### config.mk
export PLATFORM = sky130hd
export DESIGN_NAME = leaf_i7o2
export DESIGN_NICKNAME = d
export VERILOG_FILES = /design/src/hw/bft_pkg.sv /design/src/hw/leaf_pkg.sv /design/src/hw/leaf_dest_table.sv /design/src/hw/leaf_i7o2.sv /design/src/hw/leaf_rx_router.sv /design/src/hw/leaf_tx_packer.sv /design/src/hw/user_kernel.sv
export SDC_FILE = /design/constraint.sdc
export NUM_CORES = 1
export LEC_CHECK = 0
export BUFFER_PORTS_ARGS = -buffer_cell sky130_fd_sc_hd__buf_4
export CAP_MARGIN = 20
export CORE_MARGIN = 5
export CORE_UTILIZATION = 30
export CTS_CLUSTER_DIAMETER = 150
export DETAILED_ROUTE_END_ITERATION = 10
export MAX_ROUTING_LAYER = met4
export PLACE_DENSITY = 0.48
export SLEW_MARGIN = 5
export SYNTH_ARGS = -nofsm -noshare
export SYNTH_HDL_FRONTEND = slang
export SYNTH_SLANG_ARGS = --single-unit
export TNS_END_PERCENT = 100
### constraint.sdc
create_clock -name clk_400 -period 11.9 [get_ports clk_400]
set_input_delay 2.38 -clock clk_400 [delete_from_list [all_inputs] [get_ports clk_400]]
set_output_delay 2.38 -clock clk_400 [all_outputs]
set_load 0.02 [all_outputs]
### src/hw/bft_pkg.sv
package bft_pkg;

    // one packet word of the tree network.
    localparam int unsigned pkt_bits = 49;
    localparam int unsigned payload_bits = 32;

    // header field widths.
    localparam int unsigned leaf_bits = 5;
    localparam int unsigned port_bits = 4;
    localparam int unsigned addr_bits = 7;

    // field positions, valid flag on top.
    localparam int unsigned pkt_vld_bit = 48;
    localparam int unsigned leaf_lsb = 43;    // destination leaf.
    localparam int unsigned port_lsb = 39;    // destination port.
    localparam int unsigned addr_lsb = 32;    // address, stream number on the way out.

    // layout from the top down:
    //   [48]    valid
    //   [47:43] leaf
    //   [42:39] port
    //   [38:32] addr
    //   [31:0]  payload

endpackage

### src/hw/leaf_pkg.sv
package leaf_pkg;

    // user side of the leaf.
    localparam int unsigned num_in_ports = 7;
    localparam int unsigned num_out_ports = 2;

    // port 0 carries configuration writes, 1 to 7 are user ports.
    localparam int unsigned cfg_port = 0;

    // kernel port roles.
    localparam int unsigned add_port_a = 1;
    localparam int unsigned add_port_b = 2;
    localparam int unsigned fwd_port_lo = 3;    // ports 3 and up are forwarded.

    // adder states.
    typedef enum logic {
        k_wait,    // waiting for both operands.
        k_hold     // sum waits for the packer.
    } kernel_state_e;

endpackage

### src/hw/leaf_dest_table.sv
`timescale 1ns/1ps

module leaf_dest_table
    import bft_pkg::*;
(
    input  logic                           clk_400,
    input  logic                           rst_n,
    input  logic                           cfg_we,
    input  logic [addr_bits-1:0]           cfg_sel,
    input  logic [leaf_bits+port_bits-1:0] cfg_dest,
    output logic [2*leaf_bits-1:0]         dest_leaf,
    output logic [2*port_bits-1:0]         dest_port,
    output logic [1:0]                     dest_ok
);

    logic [1:0] hit;

    // entry i answers to select i+1, so streams are numbered 1 and 2.
    always_comb begin
        for (int i = 0; i < 2; i++) begin
            hit[i] = cfg_we && (cfg_sel == addr_bits'(i + 1));
        end
    end

    always_ff @(posedge clk_400 or negedge rst_n) begin
        if (!rst_n) begin
            dest_ok <= '0;
        end else begin
            dest_ok <= dest_ok | hit;    // stays configured until reset.
        end
    end

    always_ff @(posedge clk_400) begin
        for (int i = 0; i < 2; i++) begin
            if (hit[i]) begin
                dest_leaf[i*leaf_bits +: leaf_bits] <= cfg_dest[port_bits +: leaf_bits];
                dest_port[i*port_bits +: port_bits] <= cfg_dest[port_bits-1:0];
            end
        end
    end

endmodule

### src/hw/leaf_i7o2.sv
`timescale 1ns/1ps

module leaf_i7o2
    import bft_pkg::*, leaf_pkg::*;
(
    input  logic                clk_400,
    input  logic                rst_n,
    input  logic [pkt_bits-1:0] din_leaf_bft2interface,
    output logic [pkt_bits-1:0] dout_leaf_interface2bft,
    input  logic                resend
);

    // router to kernel.
    logic [num_in_ports*payload_bits-1:0]  dout_leaf_interface2user;
    logic [num_in_ports-1:0]               vld_interface2user;
    logic [num_in_ports-1:0]               ack_user2interface;

    // kernel to packer.
    logic [num_out_ports*payload_bits-1:0] din_leaf_user2interface;
    logic [num_out_ports-1:0]              vld_user2interface;
    logic [num_out_ports-1:0]              ack_interface2user;

    // configuration path.
    logic                                  cfg_we;
    logic [addr_bits-1:0]                  cfg_sel;
    logic [leaf_bits+port_bits-1:0]        cfg_dest;
    logic [num_out_ports*leaf_bits-1:0]    dest_leaf;
    logic [num_out_ports*port_bits-1:0]    dest_port;
    logic [num_out_ports-1:0]              dest_ok;

    leaf_rx_router u_rx_router (
        .clk_400                  (clk_400),
        .rst_n                    (rst_n),
        .din_leaf_bft2interface   (din_leaf_bft2interface),
        .dout_leaf_interface2user (dout_leaf_interface2user),
        .vld_interface2user       (vld_interface2user),
        .ack_user2interface       (ack_user2interface),
        .cfg_we                   (cfg_we),
        .cfg_sel                  (cfg_sel),
        .cfg_dest                 (cfg_dest)
    );

    leaf_dest_table u_dest_table (
        .clk_400   (clk_400),
        .rst_n     (rst_n),
        .cfg_we    (cfg_we),
        .cfg_sel   (cfg_sel),
        .cfg_dest  (cfg_dest),
        .dest_leaf (dest_leaf),
        .dest_port (dest_port),
        .dest_ok   (dest_ok)
    );

    leaf_tx_packer u_tx_packer (
        .clk_400                 (clk_400),
        .rst_n                   (rst_n),
        .resend                  (resend),
        .din_leaf_user2interface (din_leaf_user2interface),
        .vld_user2interface      (vld_user2interface),
        .ack_interface2user      (ack_interface2user),
        .dest_leaf               (dest_leaf),
        .dest_port               (dest_port),
        .dest_ok                 (dest_ok),
        .dout_leaf_interface2bft (dout_leaf_interface2bft)
    );

    user_kernel u_user_kernel (
        .clk_400                  (clk_400),
        .rst_n                    (rst_n),
        .dout_leaf_interface2user (dout_leaf_interface2user),
        .vld_interface2user       (vld_interface2user),
        .ack_user2interface       (ack_user2interface),
        .din_leaf_user2interface  (din_leaf_user2interface),
        .vld_user2interface       (vld_user2interface),
        .ack_interface2user       (ack_interface2user)
    );

endmodule

### src/hw/leaf_rx_router.sv
`timescale 1ns/1ps

module leaf_rx_router
    import bft_pkg::*, leaf_pkg::*;
(
    input  logic                                   clk_400,
    input  logic                                   rst_n,
    input  logic [pkt_bits-1:0]                    din_leaf_bft2interface,
    output logic [num_in_ports*payload_bits-1:0]   dout_leaf_interface2user,
    output logic [num_in_ports-1:0]                vld_interface2user,
    input  logic [num_in_ports-1:0]                ack_user2interface,
    output logic                                   cfg_we,
    output logic [addr_bits-1:0]                   cfg_sel,
    output logic [leaf_bits+port_bits-1:0]         cfg_dest
);

    logic                    pkt_vld;
    logic [port_bits-1:0]    pkt_port;
    logic [num_in_ports-1:0] full;
    logic [num_in_ports-1:0] load;

    assign pkt_vld = din_leaf_bft2interface[pkt_vld_bit];
    assign pkt_port = din_leaf_bft2interface[port_lsb +: port_bits];

    // configuration writes go straight to the table.
    assign cfg_we = pkt_vld && (pkt_port == port_bits'(cfg_port));
    assign cfg_sel = din_leaf_bft2interface[addr_lsb +: addr_bits];
    assign cfg_dest = din_leaf_bft2interface[leaf_bits+port_bits-1:0];    // leaf then port.

    // slot i belongs to user port i+1.
    // a packet for a full slot is dropped.
    always_comb begin
        for (int i = 0; i < num_in_ports; i++) begin
            load[i] = pkt_vld && (pkt_port == port_bits'(i + 1)) && !full[i];
        end
    end

    always_ff @(posedge clk_400 or negedge rst_n) begin
        if (!rst_n) begin
            full <= '0;
        end else begin
            for (int i = 0; i < num_in_ports; i++) begin
                if (load[i]) begin
                    full[i] <= 1'b1;
                end else if (ack_user2interface[i]) begin
                    full[i] <= 1'b0;    // kernel took the word.
                end
            end
        end
    end

    always_ff @(posedge clk_400) begin
        for (int i = 0; i < num_in_ports; i++) begin
            if (load[i]) begin
                dout_leaf_interface2user[i*payload_bits +: payload_bits] <=
                    din_leaf_bft2interface[payload_bits-1:0];
            end
        end
    end

    assign vld_interface2user = full;

endmodule

### src/hw/leaf_tx_packer.sv
`timescale 1ns/1ps

module leaf_tx_packer
    import bft_pkg::*, leaf_pkg::*;
(
    input  logic                                    clk_400,
    input  logic                                    rst_n,
    input  logic                                    resend,
    input  logic [num_out_ports*payload_bits-1:0]   din_leaf_user2interface,
    input  logic [num_out_ports-1:0]                vld_user2interface,
    output logic [num_out_ports-1:0]                ack_interface2user,
    input  logic [num_out_ports*leaf_bits-1:0]      dest_leaf,
    input  logic [num_out_ports*port_bits-1:0]      dest_port,
    input  logic [num_out_ports-1:0]                dest_ok,
    output logic [pkt_bits-1:0]                     dout_leaf_interface2bft
);

    logic [num_out_ports-1:0] ready;
    logic                     any_ready;
    logic                     sel;           // stream index being granted.
    logic                     last_grant;
    logic [pkt_bits-1:0]      pkt_d;
    logic [pkt_bits-1:0]      pkt_q;

    assign ready = vld_user2interface & dest_ok & {num_out_ports{!resend}};
    assign any_ready = |ready;

    // round robin, the stream not served last wins a tie.
    always_comb begin
        if (&ready) begin
            sel = !last_grant;
        end else begin
            sel = ready[1];
        end
    end

    assign ack_interface2user = any_ready ? (num_out_ports'(1) << sel) : '0;

    always_comb begin
        pkt_d = '0;
        pkt_d[pkt_vld_bit] = 1'b1;
        pkt_d[leaf_lsb +: leaf_bits] = dest_leaf[sel*leaf_bits +: leaf_bits];
        pkt_d[port_lsb +: port_bits] = dest_port[sel*port_bits +: port_bits];
        pkt_d[addr_lsb +: addr_bits] = addr_bits'(sel) + addr_bits'(1);    // stream 1 or 2.
        pkt_d[payload_bits-1:0] = din_leaf_user2interface[sel*payload_bits +: payload_bits];
    end

    always_ff @(posedge clk_400 or negedge rst_n) begin
        if (!rst_n) begin
            last_grant <= 1'b0;
            pkt_q <= '0;
        end else begin
            pkt_q <= any_ready ? pkt_d : '0;    // one cycle per accepted word.
            if (any_ready) begin
                last_grant <= sel;
            end
        end
    end

    // the tree asks for silence while resend is up.
    assign dout_leaf_interface2bft = resend ? '0 : pkt_q;

endmodule

### src/hw/user_kernel.sv
`timescale 1ns/1ps

module user_kernel
    import bft_pkg::*, leaf_pkg::*;
(
    input  logic                                    clk_400,
    input  logic                                    rst_n,
    input  logic [num_in_ports*payload_bits-1:0]    dout_leaf_interface2user,
    input  logic [num_in_ports-1:0]                 vld_interface2user,
    output logic [num_in_ports-1:0]                 ack_user2interface,
    output logic [num_out_ports*payload_bits-1:0]   din_leaf_user2interface,
    output logic [num_out_ports-1:0]                vld_user2interface,
    input  logic [num_out_ports-1:0]                ack_interface2user
);

    kernel_state_e           state;
    logic                    add_take;
    logic [payload_bits-1:0] sum_q;
    logic                    fwd_full;
    logic                    fwd_room;
    logic [num_in_ports-1:0] fwd_ack;
    logic [payload_bits-1:0] fwd_word;
    logic [payload_bits-1:0] fwd_q;

    // adder takes both operands in one cycle.
    assign add_take = (state == k_wait) && vld_interface2user[add_port_a-1]
                      && vld_interface2user[add_port_b-1];

    always_ff @(posedge clk_400 or negedge rst_n) begin
        if (!rst_n) begin
            state <= k_wait;
        end else begin
            case (state)
                k_wait: if (add_take) state <= k_hold;
                k_hold: if (ack_interface2user[0]) state <= k_wait;
                default: state <= k_wait;
            endcase
        end
    end

    always_ff @(posedge clk_400) begin
        if (add_take) begin
            sum_q <= dout_leaf_interface2user[(add_port_a-1)*payload_bits +: payload_bits]
                     + dout_leaf_interface2user[(add_port_b-1)*payload_bits +: payload_bits];
        end
    end

    // forwarder, scanning down so the lowest valid port wins.
    assign fwd_room = !fwd_full || ack_interface2user[1];

    always_comb begin
        fwd_ack = '0;
        fwd_word = '0;
        for (int i = num_in_ports - 1; i >= int'(fwd_port_lo) - 1; i--) begin
            if (vld_interface2user[i]) begin
                fwd_ack = '0;
                fwd_ack[i] = fwd_room;
                fwd_word = dout_leaf_interface2user[i*payload_bits +: payload_bits];
            end
        end
    end

    always_ff @(posedge clk_400 or negedge rst_n) begin
        if (!rst_n) begin
            fwd_full <= 1'b0;
        end else if (|fwd_ack) begin
            fwd_full <= 1'b1;
        end else if (ack_interface2user[1]) begin
            fwd_full <= 1'b0;
        end
    end

    always_ff @(posedge clk_400) begin
        if (|fwd_ack) begin
            fwd_q <= fwd_word;
        end
    end

    always_comb begin
        ack_user2interface = fwd_ack;
        ack_user2interface[add_port_a-1] = add_take;
        ack_user2interface[add_port_b-1] = add_take;
    end

    assign din_leaf_user2interface = {fwd_q, sum_q};
    assign vld_user2interface = {fwd_full, state == k_hold};

endmodule

; ---- Word-level counts from Yosys, hierarchy flattened
; Cells that the tools add are included.
[totals]
output_inout_bits = 49
in_bits = 52
latch_bits = 0
word_cells = 119
regBits = 367
n_memories = 0
mem_bits_rw = 0
rom_bits = 0
[classes]
mux = 32
n_div = 0
shifts = 4
n_reduce_logical = 42
order_cmp = 0
add_sub_neg = 2
bitwise_logic = 4
multipliers = 1
eq_ne = 9
[op_table]
columns = op, n
row1 = 32-bit 2-to-1 mux, 5
row2 = 49-bit 2-to-1 mux, 2
row3 = 64-bit by 7-bit indexed part select with 32-bit output, 1
row4 = 7-bit 2-to-1 mux, 5
row5 = 32-bit adder, 1
row6 = 1-bit logical AND, 19
row7 = 1-bit 2-to-1 mux, 18
row8 = 4-bit by 3-bit == test with 1-bit output (second input constant), 4
row9 = 2-bit nonzero test, 8
row10 = 1-bit zero test, 10
row11 = 10-bit by 5-bit indexed part select with 5-bit output, 1
row12 = 4-bit by 2-bit == test with 1-bit output (second input constant), 2
row13 = 8-bit by 4-bit indexed part select with 4-bit output, 1
row14 = 7-bit by 1-bit == test with 1-bit output (second input constant), 1
row15 = 7-bit by 2-bit == test with 1-bit output (second input constant), 1
row16 = 7-bit OR reduction, 1
row17 = 2-bit AND, 2
row18 = 4-bit by 1-bit == test with 1-bit output (second input constant), 1
row19 = 4-bit zero test, 1
row20 = 1-bit by 3-bit multiplier with 4-bit output (second input constant), 1
row21 = 1-bit by 1-bit adder with 2-bit output (second input constant), 1
row22 = 2-bit 2-to-1 mux, 1
row23 = 2-bit bitwise OR, 1
row24 = 1-bit case mux with 2 select lines, 1
row25 = 5 further kinds, 5

; ---- Logic depth before layout (Yosys ltp)
; Gate-level depths: netlist (run 1).
[logic_depth]
word_depth = 14
ltp_mapped = 10
depth_no_buf = 10

; ---- Hierarchy
; A second synthesis (run 1) with hierarchy kept.
[hier_totals]
cells_unflattened = 934
hier_area_um2 = 14591.5
[by_module_without_submodules]
columns = mod, cells_per_inst, n_inst, area_each_um2
row1 = leaf_rx_router, 275, 1, 7218.2
row2 = user_kernel, 473, 1, 4722.0
row3 = leaf_tx_packer, 157, 1, 1996.9
row4 = leaf_dest_table, 29, 1, 654.4

; ---- Worst setup path after synthesis (run 1)
; No wires, ideal clock.
[synth_timing]
path_kind = in2reg
start = input din_leaf_bft2interface[42]
end = register u_rx_router.dout_leaf_interface2user[0] (enable)
path_stages = 2
path_slack_ps = 5664
arrival_time_ps = 5727
path_buffers = 0
path_cell_list = nand3b_1 nor4_1
[synth_between]
elab_chain_len = 3
[synth_rtl]
columns = element, line_no
row1 = "start, declared", leaf_i7o2.sv:8  ; input logic [pkt_bits-1:0] din_leaf_bft2interface,
row2 = 4-bit by 1-bit == test with 1-bit output, leaf_rx_router.sv:34  ; load[i] = pkt_vld && (pkt_port == port_bits'(i + 1)) && !full[i];
row3 = 1-bit logical AND (2 in a row), leaf_rx_router.sv:34
row4 = via u_rx_router.load[0], leaf_rx_router.sv:20  ; logic [num_in_ports-1:0] load;
row5 = "end signal, assigned by index", leaf_rx_router.sv:55  ; dout_leaf_interface2user[i*payload_bits +: payload_bits] <=
row6 = "end, declared", leaf_rx_router.sv:9  ; output logic [num_in_ports*payload_bits-1:0] dout_leaf_interface2user,
; The timed path passes the listed nets, and every way through them passes these cells.
; A chain may end at the register's enable or synchronous reset.

; ---- Worst setup path after layout (run 1)
[layout_timing]
start = input resend
end = output dout_leaf_interface2bft[7]
[layout_between]
elab_chain_len = 1
[layout_rtl]
columns = element, line_no
row1 = "start, declared", leaf_i7o2.sv:10  ; input logic resend
row2 = 49-bit 2-to-1 mux, leaf_tx_packer.sv:61  ; assign dout_leaf_interface2bft = resend ? '0 : pkt_q;
row3 = "end, declared", leaf_i7o2.sv:9  ; output logic [pkt_bits-1:0] dout_leaf_interface2bft,
; No other way between the ends.

==> impl_results.md, run 1 <==
- Chip Width: around 230 um
- Max-slew violations: 0
- Leakage: 6.315 nW
- Vias per cell: 4.729
- CTS Sinks: 362
- Async SR Flop Fraction: 15.47%
- Worst-path clk slew: about 60 ps
- Max Freq: 173.4 MHz
- Fin nets: around 1200
- Largest net degree at the start of global routing: roughly 80
- Final std cells w/o fill: around 1700
- FF-to-FF path depth: 10
- Number of synthesized flops with an enable pin: approximately 310
- Cts bufs inserted: 38
- Core area: 0.04795 sq mm
- Worst Tran Pin Value: 901.3 ps
- First-pass GRT wire length: 51.07 mm
- Status: finished clean
- Site Rows: 80
- Hold path depth: 1
- Finished Core Util: 36.09%
- Mapped cell area: 0.01460 sq mm
- Most common cell after layout, fill and taps aside: edfxtp_1
- IO Count: 101
- Area post-placement: 0.01603 sq mm
- Sequential share of the synthesized area: 72.55%
- Worst rel slew slack: 39.91%
- #FFs+latches synth: 362
- DIE AREA: 0.05317 sq mm
- Ys flop type: edfxtp_1
- Worst path required time: 9520 ps
- Post-DR wirelength/cell: 19.09 um
- Maxcap violations: 0
- Most frequent cells in the layout: 306 x edfxtp_1, 113 x nor2_1, 108 x buf_4
- Setup TNS: 0 ps
- Count of final setup violators: 0
- Antenna cells: 0
- Vias in the first global route: 8306
- Crit path time final: 5768 ps
- Share of layout cells above drive strength 1: around 17%
- Final Hold Vio Count: 0
- Final HPWL DP: 20.67 mm
- Hold Buf Count CTS: 0
- WS Path Type: in2out
- Post-CTS Setup Bufs: 0
- Placer Congestion: 0.8169
- Post-cts resize count: 0
- Final instance area: 0.01731 sq mm
- Clk_lat worst skew: around 520 ps
- Post-Route WL: 33.35 mm
- Final period util: ~48%
- Mapped Cells: 1005
- Worst Slack Setup Final: 6132 ps
- Clock root cell: clkbuf_16
- Starting Density: 30.45%
- P per Cell Area: about 170 mW/mm^2
- CTS tree: done
- Post-route ant nets: 0
- Vias: 8262
- Worst hold start: u_dest_table.dest_leaf[6]$_DFFE_PP_
- Total gr overflow: 0
- Total track usage: 12.79%
- RSZ-0062 raised after global routing: false
- Initial antenna violation count: 0
- Synth Area per Inst: roughly 15 sq um
- Worst-path fanout max: between 70 and 80
- Hold Path Class: reg2reg
- Maximum vdd drop: 0.00007853 V
- WP data arrival: 3390 ps
- Layout Area Growth over Synthesis: 18.55%
- Pre-CTS setup slack: 6089 ps
- 1st-iter DRT viols: 405
- PortBufs: 90
- H-tree levels: 2
- Yosys warns: 0
- Placed insts: 1678
- Clock Path Buffers: 3
- CP startpoint: resend
- Total power: 2.948 mW
- Worst hold slack: 458.4 ps
- DRC: 0
- Worst Setup Start Kind: input pin
- First-pass DRT Iterations: 4
- RR Startpoint: u_rx_router.dout_leaf_interface2user[0]$_DFFE_PP_
- DIE HEIGHT: 230.6 um
- Crit. End Element: primary output
- Synth cell types: 65
- Fin Clk Skew: roughly 9.6 ps
-- worst paths after layout --
kind / endpoint / slack (ps)
worst max-delay path: dout_leaf_interface2bft[7] / 6130
worst min-delay path: u_tx_packer.pkt_q[44]$_DFF_PN0_ / 460
worst max register to register: u_user_kernel.sum_q[30]$_DFFE_PP_ / 8420
worst min register to register: u_tx_packer.pkt_q[44]$_DFF_PN0_ / 460
max in group asynchronous: u_rx_router.vld_interface2user[3]$_DFFE_PN0P_ / 9400
min in group asynchronous: u_tx_packer.pkt_q[8]$_DFF_PN0_ / 1900
-- state kept, by name, indices dropped and copies added (netlist names) --
name / count
u_rx_router.dout_leaf_interface2user: 224
u_tx_packer.pkt_q: 44
u_user_kernel.fwd_q: 32
u_user_kernel.sum_q: 32
u_dest_table.dest_leaf: 10
u_dest_table.dest_port: 8
u_rx_router.vld_interface2user: 7
u_dest_table.dest_ok: 2
u_tx_packer.last_grant: 1
u_user_kernel.fwd_full: 1
u_user_kernel.state: 1
-- critical path: stages --
cell,delay [ps]
buf_4,650
nor2b_1,120
buf_4,200
-- power breakdown --
| group | leakage (nW) | internal [mW] | total [mW] | switching (mW) |
|---|---|---|---|---|
| logic | 2.18 | 0.0996 | 0.309 | 0.210 |
| clock network | 0.620 | 0.732 | 1.20 | 0.467 |
| registers | 3.51 | 1.42 | 1.44 | 0.0167 |
-- layer usage --
metal / vias to the layer above / global-route usage, % / wire length, um / part of all wire (%)
met5: - / - / 0 / 0
met4: 0 / 2.858 / 454 / 1.4
met3: 31 / 2.568 / 1583 / 4.7
met2: 152 / 19.55 / 15100 / 45
met1: 4062 / 17.82 / 16220 / 49
li1: 4017 / - / - / -
-- kinds of logic after synthesis --
kind of cell | share of synthesized area (%)
buffers and inverters | 1.851
flip-flops | 72.55
AO/OA/AOI/OAI | 12.01
XOR/XNOR | 1.380
adder cells (fa/ha/maj) | 2.794
other | 0.02569
multiplexers | 0.1371
AND/OR/NAND/NOR | 9.257
-- cell usage after synthesis, drive strengths merged, types with 2 or more instances --
library cell / instances / area [sq um]
a2111o: 3 / 33.78
xor2: 9 / 78.83
a22oi: 31 / 232.7
o21a: 3 / 22.52
a21oi: 24 / 120.1
nor2b: 49 / 306.5
o31ai: 5 / 37.54
o211a: 2 / 20.02
and2: 3 / 18.77
a21boi: 2 / 15.01
a31o: 2 / 17.52
mux2i: 2 / 20.02
clkbuf: 40 / 150.1
dfrtp: 56 / 1401
o21ai: 45 / 225.2
or3: 4 / 26.28
o22ai: 2 / 12.51
a22o: 9 / 78.83
o21bai: 4 / 30.03
nand3: 8 / 40.04
edfxtp: 306 / 9189
nand2b: 13 / 81.33
a221oi: 32 / 280.3
a21o: 23 / 173.9
ha: 31 / 387.9
and4: 3 / 27.53
o41ai: 3 / 45.05
inv: 9 / 33.78
nor3b: 4 / 30.03
a31oi: 3 / 18.77
a41o: 2 / 20.02
a211oi: 35 / 262.8
nor2: 113 / 424.2
or2: 2 / 12.51
a211o: 2 / 17.52
nand3b: 3 / 22.52
and3: 6 / 42.54
nand2: 54 / 202.7
a2111oi: 2 / 23.77
xnor2: 14 / 122.6
nor4: 2 / 12.51
nor3: 14 / 70.07
buf: 14 / 86.34
-- final cells by class --
cell class / count / area, sq um
sequential: 362 / 10590
clock inverter: 17 / 182.7
multi-input combinational: 584 / 3819
clock buffer: 52 / 1097
tap: 615 / 769.5
inverter: 9 / 33.78
fill: 4540 / 30640
timing repair buffer: 108 / 810.8
No activity file was read; power rests on OpenSTA's default activity.
==> run 2, diff against run 1 <==
==> constraint.sdc (replaced) <==
create_clock -name clk_400 -period 5.51 [get_ports clk_400]
set_input_delay 1.102 -clock clk_400 [delete_from_list [all_inputs] [get_ports clk_400]]
set_output_delay 1.102 -clock clk_400 [all_outputs]
set_load 0.02 [all_outputs]
==> impl_results.md, run 2 (synthesized netlist as in run 1, its figures left out) <==
- Leakage: 6.275 nW (-0.63%)
- Clk_lat worst skew: 530 ps (about the same)
- DRT met1 WL: 15.77 mm (-2.8%)
- Post-Route WL: 33.31 mm (-0.12%)
- Total track usage: 12.79% (about the same)
- Met2 routed WL: 14.85 mm (-1.6%)
- Max layer used: met4
- Worst hold slack: 458.5 ps (+0.1280 ps)
- Maximum vdd drop: 0.0001913 V (+140%)
- Most frequent cells in the layout: 306 x edfxtp_1, 113 x nor2_1, 109 x buf_4
- Final period util: between 60% and 70%
- Worst Tran Pin Value: 940.3 ps (+39.01 ps)
- Chip Width: 230.6 um (unchanged)
- Vias in the first global route: 8279 (-0.33%)
- 1st-iter DRT viols: 335 (-17%)
- WP data arrival: 3690 ps (+300 ps)
- Worst rel slew slack: 37.17% (-2.7 points)
- Total power: 6.196 mW (+110%)
- Switch Pwr: 1.490 mW (+110%)
- Final HPWL DP: 21.05 mm (+1.8%)
- Placer Congestion: 0.8550 (+4.7%)
- DRC: 0 (unchanged)
- Combinational power share: 10.6% (about the same)
- Hold Path Class: reg2reg
- Clk pwr share: 39.2% (-1.5 points)
- Finished Core Util: 35.92% (-0.17 points)
- Worst path required time: 5770 ps (-3750 ps)
- Largest register by flop count: u_rx_router.dout_leaf_interface2user
- First-pass DRT Iterations: 4 (unchanged)
- CP startpoint: u_rx_router.dout_leaf_interface2user[0]$_DFFE_PP_
- Share of layout cells above drive strength 1: 16.33% (-0.28 points)
- Switching part of the total: 24.04% (+0.54 points)
- Fin nets: 1188 (+0.084%)
- DIE AREA: 0.05317 sq mm (unchanged)
- Status: finished clean
- Post-cts resize count: 0 (unchanged)
- Count of final setup violators: 0 (unchanged)
- Worst-path fanout max: 4 (-95%)
- Maxcap violations: 0 (unchanged)
- Pre-CTS setup slack: 1996 ps (-4093 ps)
- Antenna cells: 0 (unchanged)
- CTS Sinks: 362 (unchanged)
- Fin Clk Skew: 15.88 ps (+6.278 ps)
- Post-route ant nets: 0 (unchanged)
- Crit. End Element: flip-flop
- First-pass GRT wire length: 51.14 mm (+0.12%)
- Number of flip-flops in the largest register: 224 (unchanged)
- RSZ-0062 raised after global routing: false
- RR Startpoint: u_rx_router.dout_leaf_interface2user[0]$_DFFE_PP_
- PortBufs: 90 (unchanged)
- Starting Density: 30.45% (unchanged)
- Post-CTS Setup Bufs: 0 (unchanged)
- DIE HEIGHT: 230.6 um (unchanged)
- Crit path time final: 3430 ps
- IO Count: 101 (unchanged)
- Total gr overflow: 0 (unchanged)
- Worst Slack Setup Final: 2080 ps (-4051 ps)
- CTS tree: done
- Site Rows: 80 (unchanged)
- Final Hold Vio Count: 0 (unchanged)
- Vias per cell: 4.721 (-0.18%)
- Clock Path Buffers: 3 (unchanged)
- Cts bufs inserted: 38 (unchanged)
- Clock root cell: clkbuf_16
- Core area: 0.04795 sq mm (unchanged)
- H-tree levels: 2 (unchanged)
- Part of the power in registers: 50.2% (+1.3 points)
- Internal: 4.706 mW (+110%)
- Most common cell after layout, fill and taps aside: edfxtp_1
- Top flop regs: u_rx_router.dout_leaf_interface2user: 224 flops, u_tx_packer.pkt_q: 44 flops
- Max-slew violations: 0 (unchanged)
- Setup TNS: 0 ps (unchanged)
- Layout Area Growth over Synthesis: 17.98%
- Post-DR wirelength/cell: 19.06 um (-0.18%)
- Largest net degree at the start of global routing: 79 (unchanged)
- Vias: 8252 (-0.12%)
- P per Cell Area: 359.7 mW/mm^2 (+110%)
- Hold Buf Count CTS: 0 (unchanged)
- WS Path Type: reg2reg
- Initial antenna violation count: 0 (unchanged)
- Max Freq: around 290 MHz
- Worst Setup Start Kind: flip-flop
- Worst hold start: u_dest_table.dest_leaf[6]$_DFFE_PP_
- Met3 wire length: 1.898 mm (+20%)
- Worst-path clk slew: 60 ps (about the same)
## run 2: cell types whose count changed in the layout (fill, tap and decap cells not counted), sizes merged
cell and delta:
clkinv +4, inv -1, bufinv -2, clkinvlp -1, buf +1
## run 2: area by class of cell
cell class	instances	area [sq um]
clock buffer	52	1035
clock inverter	17	155.1
fill	4528	30720
inverter	9	33.78
multi-input combinational	584	3819
sequential	362	10590
tap	615	769.5
timing repair buffer	109	818.3
## run 2: final timing paths
check	end	slack, ps	cells past startpoint
worst min register to register	u_tx_packer.pkt_q[44]$_DFF_PN0_	460	1
max in group asynchronous	u_rx_router.vld_interface2user[3]$_DFFE_PN0P_	4270	1
worst max register to register	u_user_kernel.sum_q[24]$_DFFE_PP_	2080	10
min in group asynchronous	u_tx_packer.pkt_q[7]$_DFF_PN0_	620	1
worst max-delay path	u_user_kernel.sum_q[24]$_DFFE_PP_	2080	10
worst min-delay path	u_tx_packer.pkt_q[44]$_DFF_PN0_	460	1
## run 2: layer usage
metal / global-route usage, % / up-vias
met5: - / -
met4: 3.774 / 0
met3: 3.060 / 52
met2: 19.28 / 163
met1: 17.35 / 4015
li1: - / 4022
## run 2: worst max-delay path, stage by stage (launching register included)
cell	delay, ps
edfxtp_1	370
ha_1	230
fa_1	430
a211oi_1	320
o21bai_1	160
a31o_1	280
o211a_1	270
a211o_1	350
a2111o_1	440
a31oi_1	210
xnor2_1	100
## run 2: power by group through the flow
stage | logic (mW) | clock network [mW] | registers [mW]
2_1_floorplan | 0.439 | 0 | 3.16
3_3_place_gp | 0.668 | 0 | 3.17
3_5_place_dp | 0.675 | 0 | 3.17
4_1_cts | 0.677 | 2.52 | 3.11
5_1_grt | 0.746 | 2.63 | 3.12
6_report | 0.656 | 2.43 | 3.11
## run 2: stage by stage
stage	cells	area, sq um
2_1_floorplan	1009	14610
3_3_place_gp	1679	16030
3_5_place_dp	1679	16030
4_1_cts	1748	17220
5_1_grt	1748	17220
6_report	1748	17220
